### src/source/rv_decode_pkg.sv
`default_nettype none

package rv_decode_pkg;

    localparam int XLEN       = 32;
    localparam int ILEN       = 32;
    localparam int REG_ADDR_W = 5;

    typedef logic [XLEN-1:0]       xlen_t;
    typedef logic [REG_ADDR_W-1:0] reg_addr_t;
    typedef logic [ILEN-1:0]       inst_t;
    typedef logic [4:0]            aluop_t;
    typedef logic [2:0]            alusel_t;
    typedef logic [2:0]            imm_fmt_t;

    // RV32I major opcodes
    localparam logic [6:0] OP_REG    = 7'b0110011;
    localparam logic [6:0] OP_IMM    = 7'b0010011;
    localparam logic [6:0] OP_LUI    = 7'b0110111;
    localparam logic [6:0] OP_AUIPC  = 7'b0010111;
    localparam logic [6:0] OP_LOAD   = 7'b0000011;
    localparam logic [6:0] OP_STORE  = 7'b0100011;
    localparam logic [6:0] OP_BRANCH = 7'b1100011;
    localparam logic [6:0] OP_JAL    = 7'b1101111;
    localparam logic [6:0] OP_JALR   = 7'b1100111;

    localparam logic [6:0] FUNCT7_BASE = 7'b0000000;
    localparam logic [6:0] FUNCT7_ALT  = 7'b0100000;  // SUB and SRA/SRAI

    localparam aluop_t EX_NOP   = 5'd0;
    localparam aluop_t EX_ADD   = 5'd1;
    localparam aluop_t EX_SUB   = 5'd2;
    localparam aluop_t EX_XOR   = 5'd3;
    localparam aluop_t EX_OR    = 5'd4;
    localparam aluop_t EX_AND   = 5'd5;
    localparam aluop_t EX_SLL   = 5'd6;
    localparam aluop_t EX_SRL   = 5'd7;
    localparam aluop_t EX_SRA   = 5'd8;
    localparam aluop_t EX_SLT   = 5'd9;
    localparam aluop_t EX_SLTU  = 5'd10;
    localparam aluop_t EX_LB    = 5'd11;
    localparam aluop_t EX_LH    = 5'd12;
    localparam aluop_t EX_LW    = 5'd13;
    localparam aluop_t EX_LBU   = 5'd14;
    localparam aluop_t EX_LHU   = 5'd15;
    localparam aluop_t EX_SB    = 5'd16;
    localparam aluop_t EX_SH    = 5'd17;
    localparam aluop_t EX_SW    = 5'd18;
    localparam aluop_t EX_BEQ   = 5'd19;
    localparam aluop_t EX_BNE   = 5'd20;
    localparam aluop_t EX_BLT   = 5'd21;
    localparam aluop_t EX_BGE   = 5'd22;
    localparam aluop_t EX_BLTU  = 5'd23;
    localparam aluop_t EX_BGEU  = 5'd24;
    localparam aluop_t EX_JAL   = 5'd25;
    localparam aluop_t EX_JALR  = 5'd26;
    localparam aluop_t EX_AUIPC = 5'd27;

    // Result group, picks the EX result mux leg
    localparam alusel_t RES_NOP   = 3'd0;
    localparam alusel_t RES_ARITH = 3'd1;
    localparam alusel_t RES_LOGIC = 3'd2;
    localparam alusel_t RES_SHIFT = 3'd3;
    localparam alusel_t RES_LD_ST = 3'd4;
    localparam alusel_t RES_JUMP  = 3'd5;

    localparam imm_fmt_t IMM_NONE  = 3'd0;
    localparam imm_fmt_t IMM_I     = 3'd1;
    localparam imm_fmt_t IMM_SHAMT = 3'd2;
    localparam imm_fmt_t IMM_S     = 3'd3;
    localparam imm_fmt_t IMM_B     = 3'd4;
    localparam imm_fmt_t IMM_U     = 3'd5;
    localparam imm_fmt_t IMM_J     = 3'd6;

endpackage

`default_nettype wire

### src/source/inst_decoder.sv
`default_nettype none

module inst_decoder
    import rv_decode_pkg::*;
(
    input  wire inst_t inst,
    output logic       rs1_rd_en,
    output logic       rs2_rd_en,
    output logic       rd_en,
    output logic       use_imm,
    output aluop_t     aluop,
    output alusel_t    alusel,
    output imm_fmt_t   imm_fmt
);

    logic [6:0] opcode;
    logic [2:0] funct3;
    logic [6:0] funct7;

    assign opcode = inst[6:0];
    assign funct3 = inst[14:12];
    assign funct7 = inst[31:25];

    always_comb begin
        aluop     = EX_NOP;
        rs1_rd_en = 1'b0;
        rs2_rd_en = 1'b0;
        rd_en     = 1'b0;
        use_imm   = 1'b0;
        imm_fmt   = IMM_NONE;
        case (opcode)
            OP_REG: begin
                rs1_rd_en = 1'b1;
                rs2_rd_en = 1'b1;
                rd_en     = 1'b1;
                if (funct7 == FUNCT7_BASE) begin
                    case (funct3)
                        3'b000: aluop = EX_ADD;
                        3'b001: aluop = EX_SLL;
                        3'b010: aluop = EX_SLT;
                        3'b011: aluop = EX_SLTU;
                        3'b100: aluop = EX_XOR;
                        3'b101: aluop = EX_SRL;
                        3'b110: aluop = EX_OR;
                        3'b111: aluop = EX_AND;
                    endcase
                end else if (funct7 == FUNCT7_ALT) begin
                    case (funct3)
                        3'b000:  aluop = EX_SUB;
                        3'b101:  aluop = EX_SRA;
                        default: aluop = EX_NOP;
                    endcase
                end
            end
            OP_IMM: begin
                rs1_rd_en = 1'b1;
                rd_en     = 1'b1;
                use_imm   = 1'b1;
                imm_fmt   = IMM_I;
                case (funct3)
                    3'b000: aluop = EX_ADD;
                    3'b010: aluop = EX_SLT;
                    3'b011: aluop = EX_SLTU;
                    3'b100: aluop = EX_XOR;
                    3'b110: aluop = EX_OR;
                    3'b111: aluop = EX_AND;
                    3'b001: begin
                        imm_fmt = IMM_SHAMT;
                        if (funct7 == FUNCT7_BASE) aluop = EX_SLL;
                    end
                    3'b101: begin
                        imm_fmt = IMM_SHAMT;
                        if (funct7 == FUNCT7_BASE) aluop = EX_SRL;
                        else if (funct7 == FUNCT7_ALT) aluop = EX_SRA;
                    end
                endcase
            end
            OP_LUI: begin
                rd_en   = 1'b1;
                use_imm = 1'b1;
                imm_fmt = IMM_U;
                aluop   = EX_OR;  // rs1 reads as zero, so 0 | imm
            end
            OP_AUIPC: begin
                rd_en   = 1'b1;
                imm_fmt = IMM_U;
                aluop   = EX_AUIPC;
            end
            OP_LOAD: begin
                rs1_rd_en = 1'b1;
                rd_en     = 1'b1;
                imm_fmt   = IMM_I;
                case (funct3)
                    3'b000:  aluop = EX_LB;
                    3'b001:  aluop = EX_LH;
                    3'b010:  aluop = EX_LW;
                    3'b100:  aluop = EX_LBU;
                    3'b101:  aluop = EX_LHU;
                    default: aluop = EX_NOP;
                endcase
            end
            OP_STORE: begin
                rs1_rd_en = 1'b1;
                rs2_rd_en = 1'b1;
                imm_fmt   = IMM_S;
                case (funct3)
                    3'b000:  aluop = EX_SB;
                    3'b001:  aluop = EX_SH;
                    3'b010:  aluop = EX_SW;
                    default: aluop = EX_NOP;
                endcase
            end
            OP_BRANCH: begin
                rs1_rd_en = 1'b1;
                rs2_rd_en = 1'b1;
                imm_fmt   = IMM_B;
                case (funct3)
                    3'b000:  aluop = EX_BEQ;
                    3'b001:  aluop = EX_BNE;
                    3'b100:  aluop = EX_BLT;
                    3'b101:  aluop = EX_BGE;
                    3'b110:  aluop = EX_BLTU;
                    3'b111:  aluop = EX_BGEU;
                    default: aluop = EX_NOP;
                endcase
            end
            OP_JAL: begin
                rd_en   = 1'b1;
                imm_fmt = IMM_J;
                aluop   = EX_JAL;
            end
            OP_JALR: begin
                rs1_rd_en = 1'b1;
                rd_en     = 1'b1;
                imm_fmt   = IMM_I;
                if (funct3 == 3'b000) aluop = EX_JALR;
            end
            default: ;
        endcase

        // Anything left undecoded behaves as a bubble
        if (aluop == EX_NOP) begin
            rs1_rd_en = 1'b0;
            rs2_rd_en = 1'b0;
            rd_en     = 1'b0;
            use_imm   = 1'b0;
            imm_fmt   = IMM_NONE;
        end

        assert (!(rd_en && (aluop inside {EX_SB, EX_SH, EX_SW, EX_BEQ, EX_BNE,
                                          EX_BLT, EX_BGE, EX_BLTU, EX_BGEU})))
            else $error("inst_decoder: rd write enabled for store or branch");
    end

    always_comb begin
        case (aluop)
            EX_ADD, EX_SUB, EX_SLT, EX_SLTU, EX_AUIPC: alusel = RES_ARITH;
            EX_XOR, EX_OR, EX_AND:                     alusel = RES_LOGIC;
            EX_SLL, EX_SRL, EX_SRA:                    alusel = RES_SHIFT;
            EX_LB, EX_LH, EX_LW, EX_LBU, EX_LHU,
            EX_SB, EX_SH, EX_SW:                       alusel = RES_LD_ST;
            EX_JAL, EX_JALR:                           alusel = RES_JUMP;
            default:                                   alusel = RES_NOP;  // Branches too
        endcase
    end

endmodule

`default_nettype wire

### src/source/imm_gen.sv
`default_nettype none

module imm_gen
    import rv_decode_pkg::*;
(
    input  wire inst_t    inst,
    input  wire imm_fmt_t imm_fmt,
    output xlen_t         imm
);

    logic sign;

    assign sign = inst[31];

    always_comb begin
        case (imm_fmt)
            IMM_I: begin
                imm = {{20{sign}}, inst[31:20]};
            end
            IMM_SHAMT: begin
                imm = {27'b0, inst[24:20]};  // Zero-extended shift amount
            end
            IMM_S: begin
                imm = {{20{sign}}, inst[31:25], inst[11:7]};
            end
            IMM_B: begin
                imm = {{20{sign}}, inst[7], inst[30:25], inst[11:8], 1'b0};
            end
            IMM_U: begin
                // Full 20-bit upper field, for LUI and AUIPC alike
                imm = {inst[31:12], 12'b0};
            end
            IMM_J: begin
                imm = {{12{sign}}, inst[19:12], inst[20], inst[30:21], 1'b0};
            end
            default: begin
                imm = '0;
            end
        endcase
    end

endmodule

`default_nettype wire

### src/source/operand_fwd.sv
`default_nettype none

module operand_fwd
    import rv_decode_pkg::*;
(
    input  wire reg_addr_t src_addr,
    input  wire            rd_en,
    input  wire xlen_t     rf_data,
    input  wire            ex_load,
    input  wire            ex_wr_en,
    input  wire reg_addr_t ex_rd_addr,
    input  wire xlen_t     ex_result,
    input  wire            mem_wr_en,
    input  wire reg_addr_t mem_rd_addr,
    input  wire xlen_t     mem_result,
    output xlen_t          operand,
    output logic           hazard
);

    logic src_used;
    logic ex_match;
    logic mem_match;

    assign src_used  = rd_en && (src_addr != '0);  // x0 never forwards
    assign ex_match  = (ex_rd_addr == src_addr);
    assign mem_match = (mem_rd_addr == src_addr);

    always_comb begin
        operand = '0;
        hazard  = 1'b0;
        if (!src_used) begin
            operand = '0;
        end else if (ex_load && ex_match) begin
            hazard = 1'b1;  // Load data not ready until MEM
        end else if (ex_wr_en && ex_match) begin
            operand = ex_result;
        end else if (mem_wr_en && mem_match) begin
            operand = mem_result;
        end else begin
            operand = rf_data;
        end

        assert (!hazard || rd_en)
            else $error("operand_fwd: hazard raised for a source that is not read");
    end

endmodule

`default_nettype wire

### src/source/id_ex_reg.sv
`default_nettype none

module id_ex_reg
    import rv_decode_pkg::*;
(
    input  wire            clk,
    input  wire            rst,
    input  wire            in_valid,
    input  wire            stall,
    input  wire xlen_t     pc,
    input  wire xlen_t     r1,
    input  wire xlen_t     r2,
    input  wire xlen_t     imm,
    input  wire reg_addr_t rd,
    input  wire            rd_en,
    input  wire            use_imm,
    input  wire aluop_t    aluop,
    input  wire alusel_t   alusel,
    output logic           out_valid,
    output xlen_t          out_pc,
    output xlen_t          out_r1,
    output xlen_t          out_r2,
    output xlen_t          out_imm,
    output reg_addr_t      out_rd,
    output logic           out_rd_en,
    output logic           out_use_imm,
    output aluop_t         out_aluop,
    output alusel_t        out_alusel
);

    logic accept;

    assign accept = in_valid && !stall;

    // Control fields, a bubble when nothing is accepted
    always_ff @(posedge clk) begin
        if (rst) begin
            out_valid   <= 1'b0;
            out_rd_en   <= 1'b0;
            out_use_imm <= 1'b0;
            out_aluop   <= EX_NOP;
            out_alusel  <= RES_NOP;
        end else begin
            out_valid   <= accept;
            out_rd_en   <= accept && rd_en;
            out_use_imm <= accept && use_imm;
            out_aluop   <= accept ? aluop : EX_NOP;
            out_alusel  <= accept ? alusel : RES_NOP;
        end
    end

    always_ff @(posedge clk) begin
        if (rst) begin
            out_pc  <= '0;
            out_r1  <= '0;
            out_r2  <= '0;
            out_imm <= '0;
            out_rd  <= '0;
        end else if (accept) begin
            out_pc  <= pc;
            out_r1  <= r1;
            out_r2  <= r2;
            out_imm <= imm;
            out_rd  <= rd;
        end
    end

    a_stall_bubble: assert property (@(posedge clk) disable iff (rst) stall |=> !out_valid)
        else $error("id_ex_reg: instruction passed to EX on a stall cycle");

endmodule

`default_nettype wire

### src/source/id_stage.sv
`default_nettype none

module id_stage
    import rv_decode_pkg::*;
(
    input  wire            clk,
    input  wire            rst,
    input  wire            in_valid,
    input  wire xlen_t     pc,
    input  wire inst_t     inst,
    input  wire xlen_t     rs1_data,
    input  wire xlen_t     rs2_data,
    input  wire            ex_load,
    input  wire            ex_wr_en,
    input  wire reg_addr_t ex_rd_addr,
    input  wire xlen_t     ex_result,
    input  wire            mem_wr_en,
    input  wire reg_addr_t mem_rd_addr,
    input  wire xlen_t     mem_result,
    output reg_addr_t      rs1_addr,
    output logic           rs1_rd_en,
    output reg_addr_t      rs2_addr,
    output logic           rs2_rd_en,
    output logic           stall,
    output logic           out_valid,
    output xlen_t          out_pc,
    output xlen_t          out_r1,
    output xlen_t          out_r2,
    output xlen_t          out_imm,
    output reg_addr_t      out_rd,
    output logic           out_rd_en,
    output logic           out_use_imm,
    output aluop_t         out_aluop,
    output alusel_t        out_alusel
);

    reg_addr_t rd_addr;
    logic      rd_en;
    logic      use_imm;
    aluop_t    aluop;
    alusel_t   alusel;
    imm_fmt_t  imm_fmt;
    xlen_t     imm;
    xlen_t     r1;
    xlen_t     r2;
    logic      rs1_hazard;
    logic      rs2_hazard;

    assign rs1_addr = inst[19:15];
    assign rs2_addr = inst[24:20];
    assign rd_addr  = inst[11:7];
    assign stall    = rs1_hazard | rs2_hazard;

    inst_decoder u_decoder (
        .inst      (inst),
        .rs1_rd_en (rs1_rd_en),
        .rs2_rd_en (rs2_rd_en),
        .rd_en     (rd_en),
        .use_imm   (use_imm),
        .aluop     (aluop),
        .alusel    (alusel),
        .imm_fmt   (imm_fmt)
    );

    imm_gen u_imm_gen (
        .inst    (inst),
        .imm_fmt (imm_fmt),
        .imm     (imm)
    );

    operand_fwd u_fwd_rs1 (
        .src_addr    (rs1_addr),
        .rd_en       (rs1_rd_en),
        .rf_data     (rs1_data),
        .ex_load     (ex_load),
        .ex_wr_en    (ex_wr_en),
        .ex_rd_addr  (ex_rd_addr),
        .ex_result   (ex_result),
        .mem_wr_en   (mem_wr_en),
        .mem_rd_addr (mem_rd_addr),
        .mem_result  (mem_result),
        .operand     (r1),
        .hazard      (rs1_hazard)
    );

    operand_fwd u_fwd_rs2 (
        .src_addr    (rs2_addr),
        .rd_en       (rs2_rd_en),
        .rf_data     (rs2_data),
        .ex_load     (ex_load),
        .ex_wr_en    (ex_wr_en),
        .ex_rd_addr  (ex_rd_addr),
        .ex_result   (ex_result),
        .mem_wr_en   (mem_wr_en),
        .mem_rd_addr (mem_rd_addr),
        .mem_result  (mem_result),
        .operand     (r2),
        .hazard      (rs2_hazard)
    );

    id_ex_reg u_id_ex_reg (
        .clk         (clk),
        .rst         (rst),
        .in_valid    (in_valid),
        .stall       (stall),
        .pc          (pc),
        .r1          (r1),
        .r2          (r2),
        .imm         (imm),
        .rd          (rd_addr),
        .rd_en       (rd_en),
        .use_imm     (use_imm),
        .aluop       (aluop),
        .alusel      (alusel),
        .out_valid   (out_valid),
        .out_pc      (out_pc),
        .out_r1      (out_r1),
        .out_r2      (out_r2),
        .out_imm     (out_imm),
        .out_rd      (out_rd),
        .out_rd_en   (out_rd_en),
        .out_use_imm (out_use_imm),
        .out_aluop   (out_aluop),
        .out_alusel  (out_alusel)
    );

endmodule

`default_nettype wire

### config.mk
export PLATFORM = sky130hd
export DESIGN_NAME = id_stage
export DESIGN_NICKNAME = d
export VERILOG_FILES = /design/src/source/rv_decode_pkg.sv /design/src/source/inst_decoder.sv /design/src/source/imm_gen.sv /design/src/source/operand_fwd.sv /design/src/source/id_ex_reg.sv /design/src/source/id_stage.sv
export SDC_FILE = /design/constraint.sdc
export NUM_CORES = 1
export LEC_CHECK = 0
export BUFFER_PORTS_ARGS = -buffer_cell sky130_fd_sc_hd__buf_4
export CORE_AREA = 5 5 140 142
export DETAILED_ROUTE_END_ITERATION = 10
export DIE_AREA = 0 0 145 147
export PLACE_DENSITY = 0.79
export SLEW_MARGIN = 20
export SYNTH_ARGS = -nofsm -noshare
export SYNTH_HDL_FRONTEND = slang
export SYNTH_SLANG_ARGS = --single-unit
export TNS_END_PERCENT = 30
### constraint.sdc
create_clock -name clk -period 8.3 [get_ports clk]
set_input_delay 0.83 -clock clk [delete_from_list [all_inputs] [get_ports clk]]
set_output_delay 0.83 -clock clk [all_outputs]
set_load 0.005 [all_outputs]
### Word level (Yosys, flattened, before mapping)

Memory sizes are Yosys's and may differ from the RTL's. A register that Yosys moved wholly into a read port is not among the register bits.
Index checks and enable logic that the tools add are counted.

* memory bits (read-only): 128
* register bits: 141
* logic and storage cells: 101
* input bits: 208
* memories: 2
* output and inout port bits: 157

Memories
* (no name shown): depth 32, width 3, read ports 1, clocked after Yosys merged registers in 1, write ports 0, RTL line inst_decoder.sv:156 `case (aluop)`
* (no name shown): depth 8, width 4, read ports 1, clocked after Yosys merged registers in 0, write ports 0, RTL line inst_decoder.sv:37 `case (funct3)`

* muxes and demuxes: 36
* bitwise logic cells: 2
* reductions and logical operators: 25
* equality and inequality tests: 27

Operators with widths (count)
* $mux W32: 8
* $pmux W32 S6: 1
* $pmux W5 S9: 1
* $pmux W5 S8: 1
* $pmux W5 S6: 1
* $eq A7 B6 Y1 const B: 4
* $eq A3 B3 Y1 const B: 7
* $eq A7 B7 Y1 const B: 3
* $eq A5 B5 Y1: 4
* $mux W5: 4
* $pmux W4 S5: 1
* $pmux W3 S6: 1
* $pmux W5 S3: 1
* $eq A7 B5 Y1 const B: 2
* $eq A3 B2 Y1 const B: 4
* $mux W1: 12
* $logic_and A1 B1 Y1: 11
* $reduce_bool A5 Y1: 2
* $reduce_or A2 Y1: 5
* $pmux W4 S2: 1
* $eq A7 B2 Y1 const B: 1
* $logic_not A7 Y1: 1
* $reduce_or A7 Y1: 1
* $eq A3 B1 Y1 const B: 2
* other kinds (10): 11

### Logic depth before layout (Yosys ltp)

Gate-level depths: netlist of the first run.

* depth in word-level cells: 14
* depth in mapped cells: 14
* mapped depth without buffers: 12

### By module

A second synthesis of the first run with hierarchy kept.

* cell total of the unflattened synthesis: 1241
* area total of the unflattened synthesis: 11049.3 µm²

Modules (own cells, without submodules)
* id_ex_reg: area each 6693.9 µm², cells an instance 630, seq. area each 2882.8 µm², times used 1
* operand_fwd: area each 1302.5 µm², cells an instance 179, seq. area each 0.0 µm², times used 2
* inst_decoder: area each 934.6 µm², cells an instance 148, seq. area each 0.0 µm², times used 1
* imm_gen: area each 734.5 µm², cells an instance 94, seq. area each 0.0 µm², times used 1
* id_stage: area each 81.3 µm², cells an instance 11, seq. area each 0.0 µm², times used 1

### Worst setup path before layout of the first run

Ideal clock, no wire load.

* path kind: input to output
* start: input inst[13]
* end: output stall
* data required time: 7470 ps
* path slack: 4412 ps
* data arrival time: 3058 ps
* cell stages on the path: 11
* path buffers: 3
* cell sequence: buf_2 -> buf_1 -> nor3b_1 -> a211oi_1 -> or3_1 -> nand4_1 -> a211oi_1 -> ha_1 -> nand3_1 -> clkbuf_1 -> and2_1

* longest elaborated chain between the ends: 10
* elaborated cells on any way between the ends: 26
* classes of those cells: eq/ne (7); mux (13); bitwise (1); reduce/logical (4); memory (1)

Ends and longest elaborated chain
* start, declared: RTL line id_stage.sv:10 `input wire inst_t inst,`
* $eq A3 B3 Y1 / $logic_not A3 Y1 (equally long branches)
* $pmux W4 S2: RTL line inst_decoder.sv:48 `case (funct3)`
* $mux W5: RTL line inst_decoder.sv:47 `end else if (funct7 == FUNCT7_ALT) begin`
* $mux W5: RTL line inst_decoder.sv:36 `if (funct7 == FUNCT7_BASE) begin`
* $pmux W5 S9 (*): RTL line inst_decoder.sv:31 `case (opcode)`
* $logic_not A5 Y1 (*): RTL line inst_decoder.sv:142 `if (aluop == EX_NOP) begin`
* $mux W1: RTL line inst_decoder.sv:142
* $logic_and A1 B1 Y1: RTL line operand_fwd.sv:24 `assign src_used = rd_en && (src_addr != '0);`
* $mux W1: RTL line operand_fwd.sv:31 `if (!src_used) begin`
* $or A1 B1 Y1 (*): RTL line id_stage.sv:52 `assign stall = rs1_hazard | rs2_hazard;`
* end, declared: RTL line id_stage.sv:24 `output logic stall,`

Mark *: on every way between the ends. The rest lies on a longest branch, timed or not.

### Final worst setup path of the first run

* start: input inst[3]
* end: output stall

* longest elaborated chain between the ends: 7
* elaborated cells on any way between the ends: 22
* classes of those cells: eq/ne (9); mux (7); bitwise (1); reduce/logical (5)

Ends and longest elaborated chain (RTL line)
* $eq A7 B7 Y1, or another cell as far along: inst_decoder.sv:31
* $pmux W5 S9, or another cell as far along: inst_decoder.sv:31
* $logic_not A5 Y1 / $mux W1 (equally long branches): inst_decoder.sv:142, inst_decoder.sv:31
* $mux W1: inst_decoder.sv:142
* $logic_and A1 B1 Y1: operand_fwd.sv:24
* $mux W1: operand_fwd.sv:31
* $or A1 B1 Y1 (*): id_stage.sv:52

Marked as above.

==> results of run 1 <==
routing by layer:
layer | global-route usage [%] | vias to the layer above
met5 | 0 | -
met3 | 8.02 | 53
met4 | 8.52 | 0
li1 | - | 3646
met1 | 31.2 | 3749
met2 | 41.5 | 388
where the power goes:
part	leakage [nW]	internal [W]	switching [W]
Combinational	3.20	0.000130	0.000121
Clock	0.315	0.000491	0.000345
Sequential	1.17	0.000704	0.00000691
cells in the mapped netlist, types with 4 or more instances:
library cell,count,share of area [%]
nor2_1,129,6.5
buf_6,8,1.2
a32oi_1,14,1.6
a22oi_1,4,0.40
xnor2_1,13,1.5
xor2_1,9,1.1
o21ai_0,13,0.87
a21oi_1,83,5.6
clkbuf_1,32,1.6
nand2b_1,6,0.50
buf_4,16,1.6
inv_1,9,0.45
and2_1,4,0.34
nand2_1,22,1.1
buf_1,4,0.20
and3_1,7,0.59
a22o_1,71,8.3
nand3_1,11,0.74
mux2i_1,103,14
buf_2,16,1.1
o2bb2ai_1,24,2.8
a211oi_1,8,0.81
nor3_1,5,0.34
dfxtp_1,144,39
through the flow:
| stage | cell area (µm²) | util [%] | instances |
|---|---|---|---|
| after floorplan | 7460 | - | 820 |
| after global placement | 10100 | 55.3 | 1350 |
| after detailed placement | 10100 | 55.3 | 1350 |
| after CTS | 10800 | 58.8 | 1382 |
| after global routing | 10800 | 58.8 | 1383 |
| final | 10800 | 58.8 | 1383 |
path summary, 6_finish.rpt:
| kind | from | endpoint | slack (ns) | cells past startpoint |
|---|---|---|---|---|
| worst max-delay path | inst[3] | stall | 3.76 | 10 |
| worst min register to register | u_id_ex_reg.out_imm[31] | u_id_ex_reg.out_imm[31] | 0.46 | 2 |
| worst min-delay path | u_id_ex_reg.out_imm[31] | u_id_ex_reg.out_imm[31] | 0.46 | 2 |
| worst max register to register | u_id_ex_reg.out_imm[6] | u_id_ex_reg.out_imm[6] | 7.63 | 1 |
worst max-delay path: stages:
cell and delay (ns):
buf_4 0.16, and4bb_2 0.30, nand3b_1 0.24, nand2b_1 0.18, a211oi_1 0.06, a211oi_1 0.53
ha_1 0.40, nand3_1 0.52, and2_1 0.34, buf_4 0.14
state kept, by name (all words and copies together), names as in the netlist:
register / flops
u_id_ex_reg.out_aluop: 5
u_id_ex_reg.out_alusel: 3
u_id_ex_reg.out_imm: 32
u_id_ex_reg.out_pc: 32
u_id_ex_reg.out_r1: 32
u_id_ex_reg.out_r2: 32
u_id_ex_reg.out_rd: 5
u_id_ex_reg.out_rd_en: 1
u_id_ex_reg.out_use_imm: 1
u_id_ex_reg.out_valid: 1
logic make-up after synthesis:
group           count (synthesis)  share of synthesized area [%]
compound gates                243                           23.7
mux                           103                           13.8
flops                         144                           38.7
xor+xnor                       22                           2.58
simple gates                  220                           14.5
buf+inv                        85                           6.16
fa+ha+maj                       3                          0.503
final cells by class:
| type | instances | area [µm²] | share of cell area [%] |
|---|---|---|---|
| flip-flops and latches | 144 | 2880 | 26.7 |
| repair buffers | 372 | 2790 | 25.9 |
| multi-input cells | 591 | 4140 | 38.4 |
| clock inverters | 15 | 213 | 1.97 |
| inverters | 9 | 33.8 | 0.313 |
| well taps | 234 | 293 | 2.71 |
| diodes | 1 | 2.50 | 0.0232 |
| clock buffers | 17 | 425 | 3.94 |
==> metrics, run 1 <==
wl on met1 11200 µm; CP arrival 3.71 ns; initial antenna violation count 1; first drt pass iteration count 5; largest net degree at the start of global routing 76; Least-Margin Pin Slew between 1 and 1.5 ns; Sum Neg Setup Slack 0 ns; sequential area share after synthesis 38.7%; maximum VDD drop 142 µV; Max-Cap Viols 0; GRT Total Usage roughly a quarter; RSZ-0062 raised after global routing false; DRT iter0 DRCs 386; metal2 WL about 13000 µm; WS Path Type in2out; clock buffer depth 2; clk slew on worst S/H paths 0.06 ns; H-tree Lvls 4; Die W 145 µm; post-route total power 0.00180 W; DR WL met3 2670 µm; Die Y 147 µm; Power Dens Cells 167 mW/mm²; Synth Register Bits 144; drt drc 0; GRT Residual Overflow 0; Mapped Cells 820; Row Count 50; minimum clock period 4.54 ns; final hold violations 0; # Post-CTS Setup Buffers 0; post-synthesis async set-or-reset flop share 0%; Synth Flop Type dfxtp_1; vias a little under 8000; post-CTS sizing 0; Die Area 0.0213 mm²; Leakage Power 4.68 nW; Final Worst Setup Slack approximately 3.8 ns; commonest non-fill, non-tap cell in the layout buf_4; cts bufs inserted 17; wire per inst 20.4 µm; status finished, final reports clean; Top Metal Used met4; DP HPWL 21400 µm; Req. time, crit path 7.47 ns; Peak Freq around 220 MHz; Ys Warns 0; Layout fillers between 1500 and 2000; startpoint types input pin; Top-Level Pins 365; Hold WC Path Type reg2reg; most frequent cells in the layout buf_4 (372), dfxtp_1 (144), nor2_1 (129); Worst Skew 0 ns; synthesized area between 0.007 and 0.008 mm²; root buffer cell clkbuf_16; hold_ws 0.459 ns; pre-CTS setup slack around 3.5 ns; Max Fanout on Critical Path 16; IO Port Bufs 364; layout cells sized above 1 36.8%; mean post-synth cell area about 9.1 µm²; fin crit share 54.7%; Setup-failing EPs final 0; number of synthesized flops with an enable pin 0; Final nets between 1000 and 1500; worst skew pair latency 0.42 ns; first-pass GRT wire length 43400 µm; Synth cell types 64; Routed WL 28200 µm; CTS Hold Bufs 0; antenna viol nets, final 0; GPL Wtd Cong 0.899; Core ar. 0.0183 mm²; via/cell ratio ~5.7; vias in the first global route 7755; relative slew slack 27.5%; Final Max Slew Viols 0; Crit. End Element primary output; Mapped Nets just over 1000; TritonCTS clock tree yes; Sink Count 144; synthesis-to-layout area growth 44.6%; Initial Util 40.7%
Note: power is estimated with default switching activity, not from simulation.
==> run 2, diff against run 1 <==
Clock period 8.3 ns to 4.3 ns, I/O delays scaled along.
==> run 2 against run 1 <==
Net effect: largest cell class unchanged; critical path type unchanged; sequential cell count unchanged; die area unchanged; highest routed layer unchanged; clock-buffer cell count up 2; clock skew unchanged; via count down 1.6%; core utilization about the same.
==> metrics, run 2 (synthesis gave the netlist of run 1 again) <==
Power Dens Cells slightly above 300 mW/mm²; Leakage Power 4.68 nW; via/cell ratio approximately 5.6; GRT Residual Overflow 0; initial antenna violation count 0; Int Pwr 0.00246 W; Crit. End Element primary output; Die Y 147 µm; Die Area 0.0213 mm²; ANT cells 0; Post-Place Cell Area 0.0102 mm²; post-CTS sizing 0; clock buffer depth 2; commonest non-fill, non-tap cell in the layout buf_4; vias in the first global route 7473; relative slew slack 28.9%; DP HPWL about 22000 µm; WS Path Type in2out; Hold WC Path Type in2reg; # Post-CTS Setup Buffers 0; Die W 145 µm; Setup-failing EPs final 0; GRT Total Usage 24.7%; TritonCTS clock tree yes; Max-Cap Viols 0; combinational power share 14.5%; DRT iter0 DRCs 506; Least-Margin Pin Slew 1.07 ns; Final Max Slew Viols 0; Clk pwr share 44.7%; GPL Wtd Cong 0.903; Routed WL 28400 µm; Net Switching 0.000894 W; Final Util 58.8%; CP arrival around 3.0 ns; status finished, final reports clean; footprint of the multi-input gates 0.00414 mm²; Placed Cells roughly 1400; Sum Neg Setup Slack 0 ns; synthesis-to-layout area growth 44.5%; largest net degree at the start of global routing 72; layout cells sized above 1 37.0%; Final nets 1351; RSZ-0062 raised after global routing false; Core ar. 0.0183 mm²; Row Count 50; Max Fanout on Critical Path 14; first-pass GRT wire length 42400 µm; IO Port Bufs 364; most frequent cells in the layout buf_4 (377), dfxtp_1 (144), nor2_1 (129); minimum clock period approximately 3.5 ns; fin crit share 80.7%; antenna viol nets, final 0; Peak Freq 288 MHz; H-tree Lvls 4; Initial Util 40.7%; Layout fillers approximately 1600; Top-Level Pins between 300 and 400; final hold violations 0; wire per inst around 20 µm; startpoint types input pin; switching share of total power 26.6%; root buffer cell clkbuf_16; post-route cell area 0.0108 mm²; Layout Cells excl Fill 1387; maximum VDD drop 276 µV; CTS Hold Bufs 0; vias 7713; clk slew on worst S/H paths 0.07 ns; cts bufs inserted 17; drt drc 0; Sink Count between 100 and 150; register area approximately 0.0029 mm²; first drt pass iteration count 5; part of the power in registers 40.9%; worst skew pair latency approximately 0.42 ns; Worst Skew 0 ns; Req. time, crit path 3.87 ns
-- run 2: cell types whose count changed in the layout (fill, tap and decap cells not counted), sizes merged --
cell / delta
buf: +5
clkbuf: +2
diode: -1
clkinv: +5
inv: -6
clkinvlp: +1
bufinv: -2
-- run 2: layout make-up --
class	instances	share of cell area [%]
Inverter	9	0.313
Multi-Input combinational cell	591	38.4
Clock inverter	13	1.38
Sequential cell	144	26.8
Timing Repair Buffer	377	26.3
Tap cell	234	2.72
Clock buffer	19	4.20
-- run 2: final timing paths --
kind | to | cells past startpoint | slack [ns] | start
max | stall | 10 | 0.83 | inst[3]
min | u_id_ex_reg.out_pc[26] | 3 | 0.24 | pc[26]
max reg2reg | u_id_ex_reg.out_imm[6] | 1 | 3.63 | u_id_ex_reg.out_imm[6]
min reg2reg | u_id_ex_reg.out_imm[20] | 1 | 0.47 | u_id_ex_reg.out_imm[20]
-- run 2: power groups by stage --
| stage | sequential (W) | clock, W | combinational (W) |
|---|---|---|---|
| 2_1_floorplan | 0.00140 | 0 | 0.000218 |
| 3_3_place_gp | 0.00140 | 0 | 0.000479 |
| 3_5_place_dp | 0.00140 | 0 | 0.000484 |
| 4_1_cts | 0.00137 | 0.00152 | 0.000486 |
| 5_1_grt | 0.00137 | 0.00159 | 0.000525 |
| 6_report | 0.00137 | 0.00150 | 0.000486 |
-- run 2: routing by layer --
layer / track usage [%] / up-vias / wire length (µm)
met1: 30.2 / 3635 / 11300
li1: - / 3646 / -
met3: 8.20 / 58 / 2590
met5: 0 / - / 0
met2: 40.7 / 374 / 13600
met4: 9.04 / 0 / 969
-- run 2: worst max-delay path, cell delays in order --
cell,delay (ns)
buf_4,0.16
and4bb_2,0.29
nand3b_1,0.23
nand2b_1,0.17
a211oi_1,0.06
a211oi_1,0.53
ha_1,0.39
nand3_1,0.35
and2_1,0.28
buf_4,0.14
-- run 2: stage by stage --
| stage | power, W | worst slack [ns] | hold WS (ns) |
|---|---|---|---|
| after floorplan | 0.00162 | 1.21 | 0.453 |
| after global placement | 0.00188 | 0.604 | 0.447 |
| after detailed placement | 0.00189 | 0.575 | 0.448 |
| after CTS | 0.00338 | 0.852 | 0.223 |
| after global routing | 0.00349 | 0.627 | 0.226 |
| final | 0.00336 | 0.831 | 0.238 |
